[src/design/decode_params.svh]
`ifndef DECODE_PARAMS_SVH
`define DECODE_PARAMS_SVH

// Word and register file sizes
`define DATA_WIDTH 32
`define GPR_NUM    32
`define GPR_ADDR_W $clog2(`GPR_NUM)

// Opcode field widths per format
`define OP3R_W    17 // instr[31:15]
`define OP2RI12_W 10 // instr[31:22]
`define OP1RI20_W 7  // instr[31:25]

// Immediate field widths
`define IMM12_W 12
`define IMM20_W 20

// 3R opcodes
`define OP_ADD_W 17'h00020
`define OP_SUB_W 17'h00022
`define OP_SLT   17'h00024
`define OP_SLTU  17'h00025
`define OP_NOR   17'h00028
`define OP_AND   17'h00029
`define OP_OR    17'h0002a
`define OP_XOR   17'h0002b
`define OP_SLL_W 17'h0002e
`define OP_SRL_W 17'h0002f
`define OP_SRA_W 17'h00030
`define OP_MUL_W 17'h00038

// 2RI12 arithmetic and logic
`define OP_SLTI   10'h008
`define OP_SLTUI  10'h009
`define OP_ADDI_W 10'h00a
`define OP_ANDI   10'h00d
`define OP_ORI    10'h00e
`define OP_XORI   10'h00f

// 2RI12 memory access
`define OP_LD_B  10'h0a0
`define OP_LD_H  10'h0a1
`define OP_LD_W  10'h0a2
`define OP_ST_B  10'h0a4
`define OP_ST_H  10'h0a5
`define OP_ST_W  10'h0a6
`define OP_LD_BU 10'h0a8
`define OP_LD_HU 10'h0a9
`define OP_PRELD 10'h0ab

// 1RI20 upper immediate
`define OP_LU12I_W   7'h0a
`define OP_PCADDU12I 7'h0e

`endif

[src/design/la_isa_pkg.sv]
`include "decode_params.svh"

package la_isa_pkg;

    // One entry from the instruction buffer
    typedef struct packed {
        logic [`DATA_WIDTH-1:0] pc;
        logic [`DATA_WIDTH-1:0] instr;
    } instr_buffer_info_t;

    // ALU operation, NOP must stay at zero
    typedef enum logic [7:0] {
        ALU_NOP,
        ALU_ADD,
        ALU_SUB,
        ALU_SLT,
        ALU_SLTU,
        ALU_AND,
        ALU_OR,
        ALU_XOR,
        ALU_NOR,
        ALU_SLL,
        ALU_SRL,
        ALU_SRA,
        ALU_MUL,
        ALU_LD_B,
        ALU_LD_H,
        ALU_LD_W,
        ALU_LD_BU,
        ALU_LD_HU,
        ALU_ST_B,
        ALU_ST_H,
        ALU_ST_W
    } aluop_t;

    // Result class, picks the execute unit
    typedef enum logic [2:0] {
        SEL_NOP,
        SEL_LOGIC,
        SEL_SHIFT,
        SEL_ARITH,
        SEL_LOAD_STORE
    } alusel_t;

endpackage

[src/design/decode_pkg.sv]
`include "decode_params.svh"

package decode_pkg;

    // Output of one format decoder, all zero unless hit
    typedef struct packed {
        logic                   hit;
        logic [1:0]             reg_read_valid; // bit 0 rj, bit 1 rk
        logic [`GPR_ADDR_W-1:0] rj;
        logic [`GPR_ADDR_W-1:0] rk;
        logic [`DATA_WIDTH-1:0] imm;
        logic                   use_pc;         // Operand A is the pc
        logic                   reg_write_valid;
        logic [`GPR_ADDR_W-1:0] rd;
        la_isa_pkg::aluop_t     aluop;
        la_isa_pkg::alusel_t    alusel;
    } decode_result_t;

    // What the stage hands to execute
    typedef struct packed {
        logic [`DATA_WIDTH-1:0] pc;
        decode_result_t         result;
        logic                   illegal;
    } decode_out_t;

endpackage

[src/design/decoder_3r.sv]
`include "decode_params.svh"

// 3R format {opcode[17], rk[5], rj[5], rd[5]}
module decoder_3r (
    input  la_isa_pkg::instr_buffer_info_t instr_i,
    output decode_pkg::decode_result_t     result_o
);
    import la_isa_pkg::*;

    logic [`DATA_WIDTH-1:0] instr;
    logic [`OP3R_W-1:0]     opcode;
    logic                   hit;
    aluop_t                 aluop;
    alusel_t                alusel;

    assign instr  = instr_i.instr;
    assign opcode = instr[31:15];

    always_comb begin
        hit    = 1'b1;
        aluop  = ALU_NOP;
        alusel = SEL_ARITH; // Most 3R ops land here
        case (opcode)
            `OP_ADD_W: aluop = ALU_ADD;
            `OP_SUB_W: aluop = ALU_SUB;
            `OP_SLT:   aluop = ALU_SLT;
            `OP_SLTU:  aluop = ALU_SLTU;
            `OP_MUL_W: aluop = ALU_MUL;
            `OP_NOR: begin
                aluop  = ALU_NOR;
                alusel = SEL_LOGIC;
            end
            `OP_AND: begin
                aluop  = ALU_AND;
                alusel = SEL_LOGIC;
            end
            `OP_OR: begin
                aluop  = ALU_OR;
                alusel = SEL_LOGIC;
            end
            `OP_XOR: begin
                aluop  = ALU_XOR;
                alusel = SEL_LOGIC;
            end
            `OP_SLL_W: begin
                aluop  = ALU_SLL;
                alusel = SEL_SHIFT;
            end
            `OP_SRL_W: begin
                aluop  = ALU_SRL;
                alusel = SEL_SHIFT;
            end
            `OP_SRA_W: begin
                aluop  = ALU_SRA;
                alusel = SEL_SHIFT;
            end
            default: begin
                hit    = 1'b0;
                alusel = SEL_NOP;
            end
        endcase
    end

    // Fields only come out on a match
    always_comb begin
        result_o = '0;
        if (hit) begin
            result_o.hit             = 1'b1;
            result_o.reg_read_valid  = 2'b11; // rj and rk
            result_o.rj              = instr[9:5];
            result_o.rk              = instr[14:10];
            result_o.reg_write_valid = 1'b1;
            result_o.rd              = instr[4:0];
            result_o.aluop           = aluop;
            result_o.alusel          = alusel;
        end
    end

endmodule

[src/design/decoder_2ri12.sv]
`include "decode_params.svh"

// 2RI12 format {opcode[10], imm[12], rj[5], rd[5]}
// Immediate arithmetic, logic and memory access
module decoder_2ri12 (
    input  la_isa_pkg::instr_buffer_info_t instr_i,
    output decode_pkg::decode_result_t     result_o
);
    import la_isa_pkg::*;

    logic [`DATA_WIDTH-1:0] instr;
    logic [`OP2RI12_W-1:0]  opcode;
    logic [`GPR_ADDR_W-1:0] rd;
    logic [`GPR_ADDR_W-1:0] rj;
    logic [`IMM12_W-1:0]    imm12;
    logic [`DATA_WIDTH-1:0] imm_sext;
    logic [`DATA_WIDTH-1:0] imm_zext;

    assign instr    = instr_i.instr;
    assign opcode   = instr[31:22];
    assign rd       = instr[4:0];
    assign rj       = instr[9:5];
    assign imm12    = instr[21:10];
    assign imm_sext = {{(`DATA_WIDTH-`IMM12_W){imm12[`IMM12_W-1]}}, imm12};
    assign imm_zext = {{(`DATA_WIDTH-`IMM12_W){1'b0}}, imm12};

    always_comb begin
        // Common case is read rj, write rd, signed offset
        result_o                 = '0;
        result_o.hit             = 1'b1;
        result_o.reg_read_valid  = 2'b01;
        result_o.rj              = rj;
        result_o.reg_write_valid = 1'b1;
        result_o.rd              = rd;
        result_o.imm             = imm_sext;
        case (opcode)
            `OP_SLTI: begin
                result_o.aluop  = ALU_SLT;
                result_o.alusel = SEL_ARITH;
            end
            `OP_SLTUI: begin
                result_o.aluop  = ALU_SLTU;
                result_o.alusel = SEL_ARITH;
            end
            `OP_ADDI_W: begin
                result_o.aluop  = ALU_ADD;
                result_o.alusel = SEL_ARITH;
            end
            `OP_ANDI: begin
                result_o.aluop  = ALU_AND;
                result_o.alusel = SEL_LOGIC;
                result_o.imm    = imm_zext;
            end
            `OP_ORI: begin
                result_o.aluop  = ALU_OR;
                result_o.alusel = SEL_LOGIC;
                result_o.imm    = imm_zext;
            end
            `OP_XORI: begin
                result_o.aluop  = ALU_XOR;
                result_o.alusel = SEL_LOGIC;
                result_o.imm    = imm_zext;
            end
            `OP_LD_B, `OP_LD_H, `OP_LD_W, `OP_LD_BU, `OP_LD_HU: begin
                result_o.alusel = SEL_LOAD_STORE;
                case (opcode)
                    `OP_LD_B: result_o.aluop = ALU_LD_B;
                    `OP_LD_H: result_o.aluop = ALU_LD_H;
                    `OP_LD_W: result_o.aluop = ALU_LD_W;
                    `OP_LD_BU: result_o.aluop = ALU_LD_BU;
                    default: result_o.aluop = ALU_LD_HU;
                endcase
            end
            `OP_ST_B, `OP_ST_H, `OP_ST_W: begin
                // Store data comes from rd, read on the rk port
                result_o.alusel          = SEL_LOAD_STORE;
                result_o.reg_read_valid  = 2'b11;
                result_o.rk              = rd;
                result_o.reg_write_valid = 1'b0;
                result_o.rd              = '0;
                case (opcode)
                    `OP_ST_B: result_o.aluop = ALU_ST_B;
                    `OP_ST_H: result_o.aluop = ALU_ST_H;
                    default: result_o.aluop = ALU_ST_W;
                endcase
            end
            `OP_PRELD: begin
                result_o.reg_write_valid = 1'b0; // Hint only
                result_o.rd              = '0;
                result_o.imm             = '0;
            end
            default: result_o = '0;
        endcase
    end

endmodule

[src/design/decoder_1ri20.sv]
`include "decode_params.svh"

// 1RI20 format {opcode[7], imm[20], rd[5]}
module decoder_1ri20 (
    input  la_isa_pkg::instr_buffer_info_t instr_i,
    output decode_pkg::decode_result_t     result_o
);
    import la_isa_pkg::*;

    logic [`DATA_WIDTH-1:0] instr;
    logic [`OP1RI20_W-1:0]  opcode;
    logic [`IMM20_W-1:0]    imm20;
    logic                   hit;

    assign instr  = instr_i.instr;
    assign opcode = instr[31:25];
    assign imm20  = instr[24:5];
    assign hit    = (opcode == `OP_LU12I_W) || (opcode == `OP_PCADDU12I);

    always_comb begin
        result_o = '0;
        if (hit) begin
            result_o.hit             = 1'b1;
            result_o.imm             = {imm20, {(`DATA_WIDTH-`IMM20_W){1'b0}}};
            result_o.use_pc          = (opcode == `OP_PCADDU12I); // pc + imm
            result_o.reg_write_valid = 1'b1;
            result_o.rd              = instr[4:0];
            result_o.aluop           = ALU_ADD; // Added to zero or pc
            result_o.alusel          = SEL_ARITH;
        end
    end

endmodule

[src/design/decode_core.sv]
// Runs all format decoders side by side and merges their results
module decode_core (
    input  logic                           valid_i,
    input  la_isa_pkg::instr_buffer_info_t instr_i,
    output decode_pkg::decode_out_t        out_o
);
    import decode_pkg::*;

    decode_result_t res_3r;
    decode_result_t res_2ri12;
    decode_result_t res_1ri20;
    decode_result_t merged;

    decoder_3r u_dec_3r (
        .instr_i  (instr_i),
        .result_o (res_3r)
    );

    decoder_2ri12 u_dec_2ri12 (
        .instr_i  (instr_i),
        .result_o (res_2ri12)
    );

    decoder_1ri20 u_dec_1ri20 (
        .instr_i  (instr_i),
        .result_o (res_1ri20)
    );

    // Non-hit results are all zero, so a plain OR selects the winner
    assign merged = decode_result_t'(res_3r | res_2ri12 | res_1ri20);

    always_comb begin
        out_o.pc      = instr_i.pc;
        out_o.result  = merged;
        out_o.illegal = valid_i && !merged.hit; // Nobody claimed it
    end

endmodule

[src/design/pipe_reg.sv]
// One-entry pipeline register with valid, stall and flush
module pipe_reg #(
    parameter type payload_t = logic
) (
    input  logic     clk_i,
    input  logic     arst_n_i,
    input  logic     stall_i,
    input  logic     flush_i,
    input  logic     valid_i,
    input  payload_t data_i,
    output logic     valid_o,
    output payload_t data_o
);

    // Flush wins over stall
    always_ff @(posedge clk_i or negedge arst_n_i) begin
        if (!arst_n_i) begin
            valid_o <= 1'b0;
        end else if (flush_i) begin
            valid_o <= 1'b0;
        end else if (!stall_i) begin
            valid_o <= valid_i;
        end
    end

    always_ff @(posedge clk_i) begin
        if (!stall_i) begin
            data_o <= data_i;
        end
    end

    // Held item must not move or vanish during a stall
    a_hold_on_stall: assert property (
        @(posedge clk_i) disable iff (!arst_n_i)
        stall_i && !flush_i |=> $stable(valid_o) && (!valid_o || $stable(data_o))
    );

endmodule

[src/design/decode_stage.sv]
// Decode stage top, input register, decode and output register
module decode_stage (
    input  logic                           clk_i,
    input  logic                           arst_n_i,
    input  logic                           instr_valid_i,
    input  la_isa_pkg::instr_buffer_info_t instr_i,
    input  logic                           stall_i,
    input  logic                           flush_i,
    output logic                           decoded_valid_o,
    output decode_pkg::decode_out_t        decoded_o
);
    import la_isa_pkg::*;
    import decode_pkg::*;

    logic               in_valid;
    instr_buffer_info_t in_item;
    decode_out_t        core_out;

    pipe_reg #(
        .payload_t (instr_buffer_info_t)
    ) u_in_reg (
        .clk_i    (clk_i),
        .arst_n_i (arst_n_i),
        .stall_i  (stall_i),
        .flush_i  (flush_i),
        .valid_i  (instr_valid_i),
        .data_i   (instr_i),
        .valid_o  (in_valid),
        .data_o   (in_item)
    );

    decode_core u_core (
        .valid_i (in_valid),
        .instr_i (in_item),
        .out_o   (core_out)
    );

    pipe_reg #(
        .payload_t (decode_out_t)
    ) u_out_reg (
        .clk_i    (clk_i),
        .arst_n_i (arst_n_i),
        .stall_i  (stall_i),
        .flush_i  (flush_i),
        .valid_i  (in_valid),
        .data_i   (core_out),
        .valid_o  (decoded_valid_o),
        .data_o   (decoded_o)
    );

    // Opcode spaces are disjoint, at most one format may claim a word
    a_one_hit: assert property (
        @(posedge clk_i) disable iff (!arst_n_i)
        in_valid |-> $onehot0({u_core.res_3r.hit, u_core.res_2ri12.hit,
                               u_core.res_1ri20.hit})
    );

endmodule

[config.mk]
export PLATFORM = sky130hd
export DESIGN_NAME = decode_stage
export DESIGN_NICKNAME = d
export VERILOG_FILES = /design/src/design/la_isa_pkg.sv /design/src/design/decode_pkg.sv /design/src/design/decoder_3r.sv /design/src/design/decoder_2ri12.sv /design/src/design/decoder_1ri20.sv /design/src/design/decode_core.sv /design/src/design/pipe_reg.sv /design/src/design/decode_stage.sv
export VERILOG_INCLUDE_DIRS = /design/src /design/src/design
export SDC_FILE = /design/constraint.sdc
export NUM_CORES = 1
export LEC_CHECK = 0
export BUFFER_PORTS_ARGS = -buffer_cell sky130_fd_sc_hd__clkbuf_2
export CORE_UTILIZATION = 56
export CTS_CLUSTER_DIAMETER = 50
export CTS_CLUSTER_SIZE = 40
export DETAILED_ROUTE_END_ITERATION = 10
export GPL_TIMING_DRIVEN = 0
export PLACE_DENSITY_LB_ADDON = 0.15
export RECOVER_POWER = 50
export SLEW_MARGIN = 5
export SYNTH_ARGS = -nofsm -noshare
export SYNTH_HDL_FRONTEND = slang
export SYNTH_SLANG_ARGS = --single-unit
[constraint.sdc]
create_clock -name clk_i -period 3.25 [get_ports clk_i]
set_input_delay 0.325 -clock clk_i [delete_from_list [all_inputs] [get_ports clk_i]]
set_output_delay 0.325 -clock clk_i [all_outputs]
set_load 0.03 [all_outputs]
# Word level (Yosys, flattened, before mapping)
# Cells that the tools add are included.
op_classes:
  n_addsub: 0
  div_mod_pow: 0
  eq_ne: 30
  muxes: 20
  n_bitwise: 2
  reduce_logical: 14
  magnitude_cmp: 0
  mul: 0
  shift: 0
op_table:
  columns: ["cell", "count"]
  rows:
  - ["$eq 17x6->1 const B", 12]
  - ["$or 63x63->63", 2]
  - ["$eq 10x8->1 const B", 9]
  - ["$pmux 11 s8", 1]
  - ["$pmux 32 s2", 1]
  - ["$eq 10x4->1 const B", 6]
  - ["$mux 50", 1]
  - ["$pmux 4 s12", 1]
  - ["$reduce_or 12->1", 2]
  - ["$reduce_or 11->1", 2]
  - ["$pmux 5 s4", 1]
  - ["$mux 17", 1]
  - ["$reduce_or 15->1", 1]
  - ["$eq 7x4->1 const B", 2]
  - ["$mux 13", 1]
  - ["$mux 5", 2]
  - ["$reduce_or 5->1", 2]
  - ["$reduce_or 3->1", 3]
  - ["$mux 1", 7]
  - ["$mux 6", 1]
  - ["$pmux 2 s3", 1]
  - ["$pmux 3 s2", 1]
  - ["$pmux 2 s2", 1]
  - ["$reduce_or 4->1", 1]
  - ["other kinds (4)", 4]
word_totals:
  romBits: 0
  mem_count: 0
  ram_bits: 0
  elab_cells: 82
  output_inout_bits: 97
  ff_bits: 162
  latch_bits: 0

# Depth between registers and ports, before layout
# Gate-level depths: netlist of run 1.
logic_depth:
  depth_word: 8
  ltp_mapped: 7

# By module
# A second synthesis of run 1 with hierarchy kept.
hier_totals:
  hier_cells: 555
  area_unflattened_um2: 7738.7
by_module_without_submodules:
  columns: ["mod", "area_per_inst_um2", "cells_per_inst", "n_inst"]
  rows:
  - ["pipe_reg (u_out_reg)", 2925.3, 100, 1]
  - ["pipe_reg (u_in_reg)", 1964.4, 68, 1]
  - ["decoder_2ri12", 845.8, 112, 1]
  - ["decoder_3r", 840.8, 108, 1]
  - ["decode_core", 643.1, 96, 1]
  - ["decoder_1ri20", 519.2, 71, 1]

# Worst setup path after synthesis of run 1
# No wires, ideal clock.
synth_path:
  path_type: "input -> register"
  start: "in stall_i"
  end: "reg u_in_reg.data_o[0] (netlist bit) (enable)"
  t_arrival_ps: 3354
  required_time_ps: 2741
  n_path_buf: 0
  path_stages: 1
  setup_slack_ps: -612
  path_cell_list: "inv_1"
synth_rtl:
  columns: ["element", "line", "rtl"]
  rows:
  - ["from (decl)", "decode_stage.sv:7", "input logic stall_i,"]
  - ["to (signal assigned)", "pipe_reg.sv:28", "data_o <= data_i;"]
  - ["to (decl)", "pipe_reg.sv:12", "output payload_t data_o"]
# No word-level cell between the ends.

# Worst setup path after layout of run 1
layout_path:
  start: "in stall_i"
  end: "reg u_out_reg.data_o[24] (netlist bit) (enable)"
layout_rtl:
  columns: ["element", "line"]
  rows:
  - ["to (signal assigned)", "pipe_reg.sv:28"]
  - ["to (decl)", "pipe_reg.sv:12"]
# No word-level cell between the ends.

==> results.toml, run 1 <==
[run_status]
status = "finished, violations left"
failing_checks = "max-capacitance violations, max-slew violations"

[synth]
ys.warnings.count = 0
yosys_register_bits = 159
seq_area_frac_synth = 0.8010
synth-edff-count = 157
post_synth.cell_area_avg_sq_um = 17.70
mappedNetlistArea_sq_mm = 0.005948
netlist_instances = 336
top_flip_flop_cell_by_instance_count_after_synthesis = "sky130_fd_sc_hd__edfxtp_1"
ys_types = 55
synthArstFlopShare = 0.01258

[setup_path]
r2r_setup_slack_ns = 0.62
critical_path_sink_type = "register"
arrival_time_at_the_worst_endpoint_ns = 3.01
start_kind = "input pin"
worst-path-max-fanout = 45
crit_required_ns = 3.52
worst_setup_path_category = "input pin to register"

[timing]
period_share = 0.8414
grt_setup_unrepaired = "no"
min_setup_slack_post_route_ns = 0.5155
final-setup-viol-count = 0
relSlewSlack = -0.1492
worstMarginPinSlew_ns = 1.714
fin_tns_setup_ns = 0
hold_viol_final = 0
finalWorstPathRequiredPeriod_ns = 2.735
fmaxAchievable_ghz = 0.3657
final-max-slew-violation-count = 41
skew_ns = 0.008671

[pwr]
switch_share = 0.2369
pwr-share-seq = 0.502
power_frac_clock = 0.412
power.internal_mw = 3.721
vdd_ir_drop_max_uv = 325.5
total_power_mw = 4.876
total_net_switching_power_mw = 1.155
power.combinational.fraction = 0.086
power_per_cell_area_mw_per_mm2 = 597.1
p_leak_nw = 3.302

[drt]
route.detailed.wl_per_inst_um = 19.94
totalWireLength_um = 14700
ant_nets = 0
drt-pass1-iter-count = 5
detailroute.via_count = 3970
drt_iter0_markers = 337
routed_via_density = 5.387
drc_errors = 0

[floorplan]
dieWidth_um = 105.1
ios = 166
coreArea_sq_mm = 0.01032
die-area_sq_mm = 0.01104
row_count = 37
floorplan.initialDensity = 0.5762
die_h_um = 105.1

[clock_network]
cts_inserted_buffers = 17
cts-root-to-sink-buffers = 2
cts.sinks = 159
cts_setup_buffers = 0
cts_tree = "done"
clkLatencyLatePin_ns = 0.53
total_of_cells_resized_after_clock_tree_synthesis = 0
clock_slew_at_the_register_clock_pins_of_the_worst_setup_and_hold_paths_ns = 0.07
postCtsHoldBufs = 66
cts_root_cell = "sky130_fd_sc_hd__clkbuf_8"
htreeDepth = 4

[cells_and_area]
layoutNonFillerInstCount = 737
nNetsFinal = 657
diodes_inserted = 0
synthToLayoutAreaGrowth_pct = 37.27
final_core_utilization = 0.7909
mostFrequentLayoutCells = "sky130_fd_sc_hd__edfxtp_1 (157), sky130_fd_sc_hd__clkbuf_2 (94), sky130_fd_sc_hd__clkbuf_1 (82)"
mostFrequentLayoutCell = "sky130_fd_sc_hd__edfxtp_1"
final_layout_size_suffix_gt1_frac = 0.2496

[placed_design]
placement.io_buffers = 162
placement.setup.worst_slack_ns = 0.3680
gp_congestion = 0.8851
place.detailed.hpwl_um = 7882
place.detailed.instances = 639

[min_path]
hold_class = "input pin to register"

[run]
max_cap_violation_count = 1

[global_route]
overflow = 0
grt_pass1_vias = 3973
groute.usage.overall = 0.2801
antenna_found_initial = 0
grt_max_degree = 46
global_route_wire_length_before_repair_um = 22290
## state kept, by name (all words and copies together), names as in the netlist
register,cells
u_out_reg.data_o,93
u_in_reg.data_o,64
u_in_reg.valid_o,1
u_out_reg.valid_o,1
## stage by stage
step | hold slack (ns) | area [sq um]
2_1_floorplan | 0.02941 | 5959
3_3_place_gp | 0.1096 | 6940
3_5_place_dp | 0.1127 | 7000
4_1_cts | 0.05157 | 8247
5_1_grt | 0.05252 | 8165
6_report | 0.06459 | 8165
## logic make-up after synthesis
family,Yosys count,synth area share
xor+xnor,1,0.001473
simple gates,74,0.08036
compound gates,69,0.08666
other cells,1,0.0006304
flops,159,0.8010
mux,3,0.005259
buf+inv,29,0.02461
## power groups by stage
stage	clock, mW	combinational, mW	sequential [mW]
after floorplan	0	0.114	2.59
after global placement	0	0.337	2.49
after detailed placement	0	0.351	2.48
after CTS	2.00	0.420	2.44
after global routing	2.11	0.442	2.46
final	2.01	0.418	2.45
## synth_stat cells, types with 4 or more instances
library cell | count | share of area
sky130_fd_sc_hd__a21boi_0 | 7 | 0.0088
sky130_fd_sc_hd__nand2_1 | 7 | 0.0044
sky130_fd_sc_hd__nor3_1 | 6 | 0.0050
sky130_fd_sc_hd__nor2_1 | 13 | 0.0082
sky130_fd_sc_hd__and3_1 | 5 | 0.0053
sky130_fd_sc_hd__edfxtp_1 | 157 | 0.79
sky130_fd_sc_hd__nor4_1 | 4 | 0.0042
sky130_fd_sc_hd__inv_1 | 11 | 0.0069
sky130_fd_sc_hd__a22o_1 | 5 | 0.0074
sky130_fd_sc_hd__o21ai_0 | 5 | 0.0042
sky130_fd_sc_hd__nor2b_2 | 7 | 0.010
sky130_fd_sc_hd__buf_4 | 4 | 0.0050
sky130_fd_sc_hd__a31oi_1 | 7 | 0.0074
sky130_fd_sc_hd__a21o_1 | 19 | 0.024
sky130_fd_sc_hd__clkbuf_1 | 11 | 0.0069
sky130_fd_sc_hd__nand2b_1 | 6 | 0.0063
sky130_fd_sc_hd__nand3_1 | 4 | 0.0034
## final cells by class
class                           instances  area, sq um
Buffer                                 18        105.1
Clock buffer                           20        425.4
Clock inverter                         12        160.2
Fill cell                             600         2158
Inverter                               11        42.54
Multi-Input combinational cell        150         1051
Sequential cell                       159         4765
Tap cell                              136        170.2
Timing Repair Buffer                  231         1446
## worst max-delay path: stages
cell	delay (ns)
sky130_fd_sc_hd__clkbuf_1	0.18
sky130_fd_sc_hd__clkinvlp_2	1.36
sky130_fd_sc_hd__buf_12	0.68
sky130_fd_sc_hd__buf_12	0.22
sky130_fd_sc_hd__buf_12	0.22
## final timing paths
path,endpoint,depth (start not counted),start
max,u_out_reg.data_o[24],5,stall_i
min,u_in_reg.valid_o,3,instr_valid_i
max reg2reg,u_out_reg.data_o[24],6,u_in_reg.data_o[26]
min reg2reg,u_out_reg.data_o[88],0,u_in_reg.data_o[56]
max in group asynchronous,u_in_reg.valid_o,2,arst_n_i
min in group asynchronous,u_out_reg.valid_o,2,arst_n_i
## per-layer routing
layer | vias to the layer above | routed length, um | global-route usage
met5 | - | 0 | 0
met4 | 0 | 244 | 0.08451
met3 | 26 | 917 | 0.07860
met2 | 162 | 7898 | 0.4939
met1 | 1943 | 5638 | 0.3346
li1 | 1839 | - | -
No activity file was read; power rests on OpenSTA's default activity.
==> run 2, diff against run 1 <==
Settings changed: CORE_UTILIZATION 56 to 47.
Clock period 3.25 ns to 2.4 ns, I/O delays scaled along.
==> results.toml, run 2 (synthesis gave the netlist of run 1 again) <==
[pwr]
vdd_ir_drop_max_uv = 481.9
power_per_cell_area_mw_per_mm2 = 782.2
p_leak_nw = 3.306

[clock_network]
htreeDepth = 4
cts.sinks = 159
clock_slew_at_the_register_clock_pins_of_the_worst_setup_and_hold_paths_ns = 0.06
cts_tree = "done"
cts_inserted_buffers = 17
cts-root-to-sink-buffers = 2
cts_root_cell = "sky130_fd_sc_hd__clkbuf_16"
clkLatencyLatePin_ns = 0.42

[cells_and_area]
nNetsFinal = 659
layoutNonFillerInstCount = 771
largestRegisters = "u_out_reg.data_o x93, u_in_reg.data_o x64"
mostFrequentLayoutCells = "sky130_fd_sc_hd__edfxtp_1 (157), sky130_fd_sc_hd__clkbuf_2 (88), sky130_fd_sc_hd__clkbuf_1 (87)"
diodes_inserted = 0
multi_input_area_sq_mm = 0.001127
largest_register_ffs = 93
mostFrequentLayoutCell = "sky130_fd_sc_hd__edfxtp_1"
fillers = 882
synthToLayoutAreaGrowth_pct = 39.17
final_layout_size_suffix_gt1_frac = 0.2570
registers.top_by_ff_count = "u_out_reg.data_o"
seq_area_sq_mm = 0.004765

[run_status]
status = "complete, no violations"

[global_route]
antenna_found_initial = 0
grt_pass1_vias = 3708
grt_max_degree = 47
overflow = 0
global_route_wire_length_before_repair_um = 18870
groute.usage.overall = 0.1991

[setup_path]
cp_cell_sequence = "or4_4 -> buf_6 -> nor2_1 -> o21ai_1 -> and4_1"
worst_setup_path_category = "register to register"
crit_required_ns = 2.58
worst-path-max-fanout = 9
worst_path_dominant_cell_family = "simple AND/OR/NAND/NOR gates"
slowest_stage = "sky130_fd_sc_hd__or4_4"
count_of_buffer_and_inverter_cells_on_the_critical_path = 1
crit_path_max_incr_delay_ns = 0.56
arrival_time_at_the_worst_endpoint_ns = 2.45
start_kind = "register"
critical_path_sink_type = "register"

[drt]
totalWireLength_um = 12560
drt-pass1-iter-count = 4
ant_nets = 0
drt_iter0_markers = 461
detailroute.via_count = 3808
route.detailed.wl_per_inst_um = 16.29
drc_errors = 0
routed_via_density = 4.939

[run]
max_cap_violation_count = 0

[min_path]
hold_class = "input pin to register"

[timing]
final-setup-viol-count = 0
skew_ns = 0.006224
fmaxAchievable_ghz = 0.4389
min_setup_slack_post_route_ns = 0.1214
grt_setup_unrepaired = "no"
hold_viol_final = 0
relSlewSlack = 0.5121
worstMarginPinSlew_ns = 0.7303
period_share = 0.9494
final-max-slew-violation-count = 0
finalWorstPathRequiredPeriod_ns = 2.279

[placed_design]
place.detailed.hpwl_um = 8042
placement.io_buffers = 162
place.detailed.instances = 671
gp_congestion = 0.8888
placement.setup.worst_slack_ns = -0.2089

[floorplan]
dieWidth_um = 114.5
ios = 166
die-area_sq_mm = 0.01311
floorplan.initialDensity = 0.4891
row_count = 40
die_h_um = 114.5
coreArea_sq_mm = 0.01216
run 2: cell types whose count changed in the layout (fill, tap and decap cells not counted), sizes merged:
| cell | change |
|---|---|
| bufinv | -1 |
| buf | +2 |
| clkbuf | -1 |
| inv | +1 |
| clkinvlp | +1 |
run 2: final timing paths:
kind / start / endpoint / slack, ns / cells after the start
setup reg to reg: u_in_reg.data_o[26] / u_out_reg.data_o[0] / 0.12 / 5
hold / removal: instr_valid_i / u_in_reg.valid_o / 0.06 / 3
min in group asynchronous: arst_n_i / u_out_reg.valid_o / 0.15 / 2
max in group asynchronous: arst_n_i / u_in_reg.valid_o / 2.13 / 2
hold reg to reg: u_in_reg.data_o[32] / u_out_reg.data_o[64] / 0.42 / 0
setup / recovery: u_in_reg.data_o[26] / u_out_reg.data_o[0] / 0.12 / 5
run 2: tightest hold or removal path, delay by kind of cell:
family	cells	cell delay [ns]
simple gates	1	0.08
buf+inv	1	0.07
mux	1	0.05
run 2: what timing repair did:
item                                    CTS  global route
buffers inserted                          0             2
resized for setup                         5             9
pin swaps                                 0             2
hold endpoints to repair                 68             0
hold buffers                             66             0
endpoints found under the setup margin   29            31
run 2: metrics by stage:
step	total power, mW	setup TNS [ns]	hold WS (ns)	util	instance area (sq um)
2_1_floorplan	3.656	-79.21	-0.05559	-	5959
3_3_place_gp	3.828	-239.38	0.02526	0.5740	6980
3_5_place_dp	3.838	-3.238	0.02857	0.5789	7041
4_1_cts	6.528	0	0.03771	0.6828	8304
5_1_grt	6.679	0	0.07749	0.6807	8278
6_report	6.475	0	0.05980	0.6807	8278
run 2: area by class of cell:
class                           instances  share of cell area
Clock inverter                         13             0.01678
Buffer                                 18             0.01285
Multi-Input combinational cell        150              0.1362
Tap cell                              168             0.02539
Sequential cell                       159              0.5756
Clock buffer                           19             0.05230
Inverter                               11            0.005441
Timing Repair Buffer                  233              0.1755
run 2: power by group:
part	leakage, nW	internal [mW]	switching, mW
clock	0.273	1.53	1.07
sequential	1.62	3.24	0.0733
combinational	1.41	0.207	0.351
total	3.31	4.98	1.50
run 2: routing by layer:
layer | vias up | wire, um | GRT usage
li1 | 1832 | - | -
met1 | 1811 | 5080 | 0.2401
met2 | 150 | 6445 | 0.3261
met3 | 15 | 814 | 0.06035
met4 | 0 | 219 | 0.09957
met5 | - | 0 | 0
==> run 3, diff against run 2 <==
Settings changed: CORE_MARGIN set to 1.5, SLEW_MARGIN 5 to 20.
==> results.toml, run 3 (synthesis gave the netlist of run 1 again) <==
[run_status]
status = "complete, no violations"

[placed_design]
placement.io_buffers = 162
placement.cell_area_sq_mm = 0.007074
placement.setup.worst_slack_ns = -0.1050
gp_congestion = 0.8503
place.detailed.hpwl_um = 8312
place.detailed.instances = 672

[setup_path]
worst_setup_path_startpoint = "u_in_reg.data_o[26]"
start_kind = "register"
reg2reg_from = "u_in_reg.data_o[26]"
cp_cell_sequence = "or4_4 -> buf_6 -> nor4_4 -> nor4_4 -> and4_1"
crit_required_ns = 2.57
count_of_buffer_and_inverter_cells_on_the_critical_path = 1
critical_path_sink_type = "register"
capturing_point_of_the_worst_reg2reg_path = "u_out_reg.data_o[0]"
worst_path_dominant_cell_family = "simple AND/OR/NAND/NOR gates"
r2r_setup_slack_ns = 0.14
worstSetupPathDepth = 5
worst-path-max-fanout = 9
crit_path_max_incr_delay_ns = 0.55
crit_end = "u_out_reg.data_o[0]"
arrival_time_at_the_worst_endpoint_ns = 2.43
worst_setup_path_category = "register to register"
r2r_cells = 5
slowest_stage = "sky130_fd_sc_hd__or4_4"
most_used_cell_along_the_critical_path = "sky130_fd_sc_hd__nor4_4"

[drt]
routed_via_density = 4.936
drt_iter0_markers = 388
drt-pass1-iter-count = 4
ant_nets = 0
drc_errors = 0
totalWireLength_um = 12790
detailroute.via_count = 3796
route.detailed.wl_per_inst_um = 16.63

[global_route]
global_route_wire_length_before_repair_um = 19350
overflow = 0
groute.usage.overall = 0.1972
grt_pass1_vias = 3755
antenna_found_initial = 0
grt_max_degree = 40

[cells_and_area]
nNetsFinal = 657
final_core_utilization = 0.6853
finalInstanceArea_sq_mm = 0.008334
synthToLayoutAreaGrowth_pct = 40.11
diodes_inserted = 0
layoutNonFillerInstCount = 769
registers.top_by_ff_count = "u_out_reg.data_o"
largestRegisters = "u_out_reg.data_o x93, u_in_reg.data_o x64"
fillers = 853
mostFrequentLayoutCells = "sky130_fd_sc_hd__edfxtp_1 (157), sky130_fd_sc_hd__clkbuf_2 (144), sky130_fd_sc_hd__dlygate4sd3_1 (64)"
seq_area_sq_mm = 0.004765
mostFrequentLayoutCell = "sky130_fd_sc_hd__edfxtp_1"
largest_register_ffs = 93
final_layout_size_suffix_gt1_frac = 0.3577
multi_input_area_sq_mm = 0.001127

[clock_network]
cts-root-to-sink-buffers = 2
cts_root_cell = "sky130_fd_sc_hd__clkbuf_16"
clock_slew_at_the_register_clock_pins_of_the_worst_setup_and_hold_paths_ns = 0.06
cts.sinks = 159
clkLatencyLatePin_ns = 0.41
htreeDepth = 4
cts_inserted_buffers = 17
cts_tree = "done"

[pwr]
p_leak_nw = 3.481
total_power_mw = 6.500
power.combinational.fraction = 0.087
pwr-share-seq = 0.509
power_per_cell_area_mw_per_mm2 = 779.9
vdd_ir_drop_max_uv = 826.1
switch_share = 0.2311
power.internal_mw = 4.998
total_net_switching_power_mw = 1.502
power_frac_clock = 0.404

[min_path]
hold_class = "input pin to register"

[timing]
final-max-slew-violation-count = 0
relSlewSlack = 0.2410
worst_hold_slack_ns = 0.05301
final-setup-viol-count = 0
skew_ns = 0.007394
hold_viol_final = 0
finalWorstPathRequiredPeriod_ns = 2.260
min_setup_slack_post_route_ns = 0.1399
fin_tns_setup_ns = 0
period_share = 0.9417
worstMarginPinSlew_ns = 1.132
fmaxAchievable_ghz = 0.4425
grt_setup_unrepaired = "no"

[floorplan]
coreArea_sq_mm = 0.01216
die-area_sq_mm = 0.01334
dieWidth_um = 115.5
floorplan.initialDensity = 0.4891
ios = 166
row_count = 40
die_h_um = 115.5

[run]
max_cap_violation_count = 0
## run 3: metal layers
metal,part of all wire,wire (um),up-vias,global-route usage
met3,0.065,835,6,0.07008
met4,0.0071,91,0,0.06667
li1,-,-,1828,-
met5,0,0,-,0
met1,0.41,5190,1823,0.2462
met2,0.52,6671,139,0.3227
## run 3: area by class of cell
type,count,area share
multi-input cells,150,0.1353
well taps,168,0.02522
plain buffers,18,0.01291
clock buffers,17,0.05104
flip-flops and latches,159,0.5717
inverters,11,0.005104
clock inverters,15,0.01922
repair buffers,231,0.1796
## run 3: worst min path at each step
stage / start / endpoint / cells past startpoint
4_1_cts: instr_i[36] / u_in_reg.data_o[36] / 1
3_5_place_dp: arst_n_i / u_in_reg.valid_o / 1
3_3_place_gp: arst_n_i / u_out_reg.valid_o / 1
5_1_grt: instr_i[15] / u_in_reg.data_o[15] / 1
6_report: instr_i[15] / u_in_reg.data_o[15] / 1
2_1_floorplan: arst_n_i / u_in_reg.valid_o / 0
## run 3: what timing repair did
item,4_1_cts,5_1_grt
resized for setup,5,11
hold endpoints to repair,63,3
pin swaps,1,1
hold buffers,61,3
endpoints found under the setup margin,24,27
setup buffers,0,1
## run 3: worst register-to-register path: stages (launching register included)
cell and delay [ns]:
sky130_fd_sc_hd__edfxtp_1 0.43, sky130_fd_sc_hd__or4_4 0.55, sky130_fd_sc_hd__buf_6 0.16, sky130_fd_sc_hd__nor4_4 0.47, sky130_fd_sc_hd__nor4_4 0.15, sky130_fd_sc_hd__and4_1 0.25
## run 3: power groups by stage
stage	clock network (mW)	logic (mW)	registers (mW)
2_1_floorplan	0	0.154	3.50
4_1_cts	2.69	0.571	3.30
3_5_place_dp	0	0.485	3.36
3_3_place_gp	0	0.457	3.37
5_1_grt	2.79	0.611	3.32
6_report	2.62	0.567	3.31
